===== config.mk =====
export PLATFORM = sky130hd
export DESIGN_NAME = ifu_frontend
export DESIGN_NICKNAME = d
export VERILOG_FILES = /design/src/hdl/ifu_pkg.sv /design/src/hdl/fetch_fifo.sv /design/src/hdl/fetch_pc_gen.sv /design/src/hdl/imem_port.sv /design/src/hdl/ifu_frontend.sv
export VERILOG_INCLUDE_DIRS = /design/src /design/src/hdl
export SDC_FILE = /design/constraint.sdc
export NUM_CORES = 1
export LEC_CHECK = 0
export CAP_MARGIN = 10
export CORE_ASPECT_RATIO = 1.75
export CORE_MARGIN = 5
export CORE_UTILIZATION = 57
export CTS_CLUSTER_DIAMETER = 120
export DETAILED_ROUTE_END_ITERATION = 10
export DONT_BUFFER_PORTS = 1
export PLACE_DENSITY = 0.75
export SYNTH_ARGS = -nofsm -noshare
export SYNTH_HDL_FRONTEND = slang
export SYNTH_HIERARCHICAL = 1
export SYNTH_SLANG_ARGS = --single-unit

===== constraint.sdc =====
create_clock -name clock -period 6.76 [get_ports clock]
set_input_delay 1.014 -clock clock [delete_from_list [all_inputs] [get_ports clock]]
set_output_delay 1.014 -clock clock [all_outputs]
set_load 0.02 [all_outputs]

===== src/hdl/ifu_cfg.svh =====
`ifndef IFU_CFG_SVH
`define IFU_CFG_SVH

// width of a fetch address and of an instruction word.
`define IFU_XLEN 32

// the request queue only needs to cover the issue latency of the memory port.
`define IFU_REQ_DEPTH 2

// instruction queue between the memory port and decode.
`define IFU_INST_DEPTH 4

// first fetch address after reset.
`define IFU_RESET_PC 32'h8000_0000

`endif


===== src/hdl/ifu_pkg.sv =====
`default_nettype none

package ifu_pkg;

  `include "ifu_cfg.svh"

  // a fetch address.
  typedef logic [`IFU_XLEN-1:0] pc_t;

  // one fetched instruction together with the address it came from.
  typedef struct packed {
    pc_t                 pc;
    logic [`IFU_XLEN-1:0] inst;
  } fetch_pkt_t;

endpackage

`default_nettype wire


===== src/hdl/fetch_fifo.sv =====
`timescale 1ns/10ps
`default_nettype none

module fetch_fifo #(
  parameter int unsigned depth      = 2,
  parameter type         payload_t  = logic [31:0],
  parameter int unsigned addr_width = (depth > 1) ? $clog2(depth) : 1
) (
  input  logic                clock,
  input  logic                reset,
  input  logic                flush,
  input  logic                push,
  input  logic                pop,
  input  payload_t            wdata,
  output payload_t            rdata,
  output logic                full,
  output logic                empty,
  output logic [addr_width:0] count
);

  payload_t              storage [depth];
  logic [addr_width-1:0] rd_ptr_q;
  logic [addr_width-1:0] rd_ptr_d;
  logic [addr_width-1:0] wr_ptr_q;
  logic [addr_width-1:0] wr_ptr_d;
  logic [addr_width:0]   count_q;
  logic [addr_width:0]   count_d;
  logic                  do_push;
  logic                  do_pop;

  assign full  = count_q == (addr_width + 1)'(depth);
  assign empty = count_q == '0;
  assign count = count_q;
  assign rdata = storage[rd_ptr_q];

  // full and empty guard the strobes, so callers may hold them.
  assign do_push = push && !full;
  assign do_pop  = pop && !empty;

  always_comb begin
    rd_ptr_d = rd_ptr_q;
    wr_ptr_d = wr_ptr_q;
    count_d  = count_q;
    if (do_pop) begin
      rd_ptr_d = (rd_ptr_q == addr_width'(depth - 1)) ? '0 : rd_ptr_q + 1'b1;
    end
    if (do_push) begin
      wr_ptr_d = (wr_ptr_q == addr_width'(depth - 1)) ? '0 : wr_ptr_q + 1'b1;
    end
    // a simultaneous push and pop leaves the occupancy unchanged.
    if (do_push && !do_pop) begin
      count_d = count_q + 1'b1;
    end else if (do_pop && !do_push) begin
      count_d = count_q - 1'b1;
    end
  end

  always_ff @(posedge clock) begin
    if (reset || flush) begin
      rd_ptr_q <= '0;
      wr_ptr_q <= '0;
      count_q  <= '0;
    end else begin
      rd_ptr_q <= rd_ptr_d;
      wr_ptr_q <= wr_ptr_d;
      count_q  <= count_d;
    end
  end

  always_ff @(posedge clock) begin
    if (do_push && !flush) begin
      storage[wr_ptr_q] <= wdata;
    end
  end

endmodule

`default_nettype wire


===== src/hdl/fetch_pc_gen.sv =====
`timescale 1ns/10ps
`default_nettype none

`include "ifu_cfg.svh"

module fetch_pc_gen (
  input  logic          clock,
  input  logic          reset,
  input  logic          redirect_valid,
  input  ifu_pkg::pc_t  redirect_pc,
  input  logic          req_full,
  output logic          req_push,
  output ifu_pkg::pc_t  req_pc
);

  ifu_pkg::pc_t next_pc;

  // the queue is flushed by the same redirect, so nothing is pushed in that cycle.
  assign req_push = !req_full && !redirect_valid;
  assign req_pc   = next_pc;

  always_ff @(posedge clock) begin
    if (reset) begin
      next_pc <= `IFU_RESET_PC;
    end else if (redirect_valid) begin
      next_pc <= redirect_pc;
    end else if (req_push) begin
      next_pc <= next_pc + ifu_pkg::pc_t'(4);
    end
  end

endmodule

`default_nettype wire


===== src/hdl/imem_port.sv =====
`timescale 1ns/10ps
`default_nettype none

`include "ifu_cfg.svh"

module imem_port (
  input  logic                  clock,
  input  logic                  reset,
  input  logic                  redirect_valid,
  input  logic                  req_empty,
  input  ifu_pkg::pc_t          req_head,
  output logic                  req_pop,
  output logic                  imem_req,
  output ifu_pkg::pc_t          imem_addr,
  input  logic                  imem_rvalid,
  input  logic [`IFU_XLEN-1:0]  imem_rdata,
  input  logic                  pkt_full,
  output logic                  pkt_push,
  output ifu_pkg::fetch_pkt_t   pkt_data
);

  logic         busy;
  logic         drop;
  logic         issue;
  ifu_pkg::pc_t req_pc_q;

  // only one request may be outstanding. Requiring room in the instruction
  // queue at issue time guarantees the response can always be written.
  assign issue = !busy && !req_empty && !pkt_full && !redirect_valid;

  assign req_pop   = issue;
  assign imem_req  = issue;
  assign imem_addr = req_head;

  // a response that belongs to a pc before the last redirect is thrown away.
  assign pkt_push      = imem_rvalid && busy && !drop && !redirect_valid;
  assign pkt_data.pc   = req_pc_q;
  assign pkt_data.inst = imem_rdata;

  always_ff @(posedge clock) begin
    if (reset) begin
      busy <= 1'b0;
    end else if (issue) begin
      busy <= 1'b1;
    end else if (imem_rvalid) begin
      busy <= 1'b0;
    end
  end

  always_ff @(posedge clock) begin
    if (reset) begin
      drop <= 1'b0;
    end else if (imem_rvalid) begin
      drop <= 1'b0;
    end else if (redirect_valid && busy) begin
      drop <= 1'b1;
    end
  end

  always_ff @(posedge clock) begin
    if (issue) begin
      req_pc_q <= req_head;
    end
  end

endmodule

`default_nettype wire


===== src/hdl/ifu_frontend.sv =====
`timescale 1ns/10ps
`default_nettype none

`include "ifu_cfg.svh"

module ifu_frontend (
  input  logic                 clock,
  input  logic                 reset,
  input  logic                 redirect_valid,
  input  ifu_pkg::pc_t         redirect_pc,
  output logic                 imem_req,
  output ifu_pkg::pc_t         imem_addr,
  input  logic                 imem_rvalid,
  input  logic [`IFU_XLEN-1:0] imem_rdata,
  output logic                 inst_valid,
  output ifu_pkg::pc_t         inst_pc,
  output logic [`IFU_XLEN-1:0] inst_word,
  input  logic                 inst_take
);

  logic                req_push;
  ifu_pkg::pc_t        req_pc;
  logic                req_full;
  logic                req_pop;
  logic                req_empty;
  ifu_pkg::pc_t        req_head;
  logic                pkt_push;
  ifu_pkg::fetch_pkt_t pkt_data;
  logic                pkt_full;
  logic                inst_empty;
  ifu_pkg::fetch_pkt_t inst_head;

  fetch_pc_gen u_pc_gen (
    .clock          (clock),
    .reset          (reset),
    .redirect_valid (redirect_valid),
    .redirect_pc    (redirect_pc),
    .req_full       (req_full),
    .req_push       (req_push),
    .req_pc         (req_pc)
  );

  fetch_fifo #(
    .depth     (`IFU_REQ_DEPTH),
    .payload_t (ifu_pkg::pc_t)
  ) u_req_q (
    .clock (clock),
    .reset (reset),
    .flush (redirect_valid),
    .push  (req_push),
    .pop   (req_pop),
    .wdata (req_pc),
    .rdata (req_head),
    .full  (req_full),
    .empty (req_empty),
    .count ()
  );

  imem_port u_imem_port (
    .clock          (clock),
    .reset          (reset),
    .redirect_valid (redirect_valid),
    .req_empty      (req_empty),
    .req_head       (req_head),
    .req_pop        (req_pop),
    .imem_req       (imem_req),
    .imem_addr      (imem_addr),
    .imem_rvalid    (imem_rvalid),
    .imem_rdata     (imem_rdata),
    .pkt_full       (pkt_full),
    .pkt_push       (pkt_push),
    .pkt_data       (pkt_data)
  );

  fetch_fifo #(
    .depth     (`IFU_INST_DEPTH),
    .payload_t (ifu_pkg::fetch_pkt_t)
  ) u_inst_q (
    .clock (clock),
    .reset (reset),
    .flush (redirect_valid),
    .push  (pkt_push),
    .pop   (inst_take),
    .wdata (pkt_data),
    .rdata (inst_head),
    .full  (pkt_full),
    .empty (inst_empty),
    .count ()
  );

  // the head of the instruction queue is presented straight to decode.
  assign inst_valid = !inst_empty;
  assign inst_pc    = inst_head.pc;
  assign inst_word  = inst_head.inst;

endmodule

`default_nettype wire


==> flow_summary_export.csv <==
group,metric,value,unit
outcome,outcome,"completed",
routing,drtIter0Drc,405,
power_and_ir_drop,p_leak,5.33,nW
critical_path,critPathKind,"reg2out",
sta,setup_viol,0,
sta,clock_skew,0.0128,ns
sta,clock.fmax,274,MHz
synth,netlist_top_cells_area,"edfxtp_1 67%, mux4_2 9.2%, dfxtp_1 6.1%, buf_4 3.3%, mux2_2 2.2%",
grt,grt_overflow,0,
sta,slew_headroom,36.1,%
floorplanning,initial_utilization,57.6,%
critical_path,worstSetupStartpointType,"flop",
sta,finalMaxSlewViolations,0,
synth,synth_fp_nets,926,
sta,tightestPinTransition,0.959,ns
cts,cts.sinks,400,
sta,period_needed,3.65,ns
routing,viasPerCell,5.82,
place,gp_congestion,0.838,
synth,async_flop_share,0,%
routing,wl,27.9,mm
floorplanning,rows,80,
cts,cts_tree,"built",
job,drv_cap,0,
synth,yosysWarnings,6,
grt,grt_max_degree,69,
grt,grtUsageMet3,4.26,%
cells_and_area,final.fill_count,1956,
power_and_ir_drop,combPwrFrac,2.6,%
cts,post_cts_buffers,0,
cells_and_area,final_cell_area,0.0166,mm²
grt,top_usage_layer,"met2",
power_and_ir_drop,swShare,19.8,%
floorplanning,die_height,229,µm
cts,ctsHoldBuffers,0,
place,portBuffers,0,
synth,syn_area_per_cell,18.5,µm²
synth,yosysTopAreaCell,"edfxtp_1",
power_and_ir_drop,fin_total_pwr,4.72,mW
grt,gr-usage-all-layers,17.9,%
cells_and_area,fin_util,61.1,%
cts,cts.path.max_buffers,3,
cts,cts_resized,0,
synth,synth_top_cell_area_share,67.4,%
sta,setup_ws,3.11,ns
synth,synth.most_common_cell,"edfxtp_1",
power_and_ir_drop,power-per-cell-area,284,mW/mm²
cts,cts_made_buffers,34,
cells_and_area,nets,875,
synth,synth_cell_types,54,
cts,clkTransAtPathRegs,0.07,ns
floorplanning,pin_count,167,
synth,yosys-top-cells-count,"352 x edfxtp_1, 68 x buf_4, 64 x mux4_2",
synth,synth_area,0.0157,mm²
cts,cts-htree-levels,2,
power_and_ir_drop,p_switching,0.933,mW
cells_and_area,diodes,0,
worst_hold_path,min_path_type,"reg2reg",
critical_path,end_kind,"primary output",
critical_path,worstPathArrival,2.64,ns
grt,grt_pass1_wl,42.4,mm
grt,met1_usage,20.6,%
synth,syn_inst,848,
critical_path,crit_fanout,46,
routing,vias,6920,
sta,rsz0062_at_grt,"false",
power_and_ir_drop,p_clk_share,38.9,%
floorplanning,design.core.area,0.0272,mm²
synth,seq_area_frac_synth,73.5,%
synth,synth-seq-cells,400,
grt,antenna_found_initial,0,
synth,synth_edf_count,352,
place,pre_cts_ws,3.49,ns
power_and_ir_drop,irDropWorstVdd,219,µV
routing,avgRoutedWirePerCell,23.4,µm
floorplanning,dieArea,0.0311,mm²
routing,route.detailed.drc,0,
routing,drtPass1Iterations,4,
grt,grt_pass1_vias,7272,
synth,dominantRegCellSynth,"edfxtp_1",
sta,holdWs,0.468,ns
place,dp_hpwl,18.4,mm
routing,final_antenna_net_count,0,
power_and_ir_drop,p_int,3.78,mW
cells_and_area,drive_gt1_share,21.0,%
cells_and_area,area_growth,5.93,%
sta,final_hold_viol_count,0,
grt,groute.layer.met2.usage,31.9,%
power_and_ir_drop,seqPwrFrac,58.6,%
cts,worstSkewPairLatency,0.52,ns
critical_path,cp.required,5.75,ns
sta,fin_crit_sh,54.1,%
place,placed_cell_area,0.0156,mm²
floorplanning,fp.dieW,135,µm
cts,clockRootBuffer,"clkbuf_16",
placed cells by master (no fill, tap or decap), types with 7 or more instances in the layout:
cell / n
edfxtp_1: 352
mux4_2: 64
dfxtp_1: 46
nor2_1: 35
clkbuf_16: 34
mux2_2: 30
inv_1: 26
a21oi_1: 25
xor2_1: 19
nand2_1: 18
xnor2_1: 13
mux2i_1: 12
o21a_1: 12
nor3_1: 10
nand3_1: 10
clkbuf_1: 9
buf_4: 9
clkinv_2: 8
or3_1: 8
o21ai_0: 8
ha_1: 8
nand4_1: 7
layer usage:
metal,share of wire [%],vias to the layer above,routed length (µm)
met5,0,-,0
met4,3.7,0,1040
met3,5.9,55,1630
met2,54,241,15100
met1,36,3520,10100
li1,-,3104,-
final cells by class:
cell class                 instances  area (µm²)  area share, %
multi-input combinational        326        3420           20.6
clock inverter                    17         153          0.918
tap                              369         462           2.78
clock buffer                      43         885           5.32
inverter                          26        97.6          0.587
sequential                       400       11500           69.4
timing repair buffer               9        67.6          0.406
power by group through the flow:
stage	Sequential [mW]	Combinational, mW	Clock [mW]
floorplan	2.80	0.135	0
detailed placement	2.82	0.122	0
global placement	2.81	0.119	0
finish	2.76	0.121	1.83
global route	2.77	0.132	1.97
CTS	2.76	0.123	1.88
critical path, stage by stage (launching register included):
cell and delay (ns):
dfxtp_4 0.60, buf_4 0.76, mux4_2 0.70
metrics by stage:
step / TNS (ns) / instances
3_5_place_dp: 0 / 1130
2_1_floorplan: -31.38 / 848
6_report: 0 / 1190
4_1_cts: 0 / 1190
3_3_place_gp: 0 / 1130
5_1_grt: 0 / 1190
worst paths after layout:
path	startpoint	to	slack, ns	depth (start not counted)
setup / recovery	flop	inst_pc[21]	3.11	2
hold / removal	u_pc_gen/req_pc[0]	u_req_q/storage[0][0]	0.47	0
setup reg to reg	u_inst_q/count[0]	u_req_q/count[1]	3.91	9
hold reg to reg	u_pc_gen/req_pc[0]	u_req_q/storage[0][0]	0.47	0
kinds of logic after synthesis:
logic type	after synthesis	synth area share [%]
multiplexers	108	12.2
XOR/XNOR	32	1.79
flip-flops	400	73.5
AO/OA/AOI/OAI	53	2.03
adder cells (fa/ha/maj)	9	0.766
AND/OR/NAND/NOR	124	4.70
buffers and inverters	122	4.99
state kept, by name (all words and copies together) (netlist names), 2 cells and up, named ones only:
register / count
u_req_q/storage: 64
u_inst_q/rd_ptr_q: 2
u_inst_q/wr_ptr_q: 2
u_imem_port/req_pc_q: 32
u_req_q/count: 2
u_pc_gen/req_pc: 32
u_inst_q/storage: 256
u_inst_q/count: 3
Power figures use the tool's default switching activity.
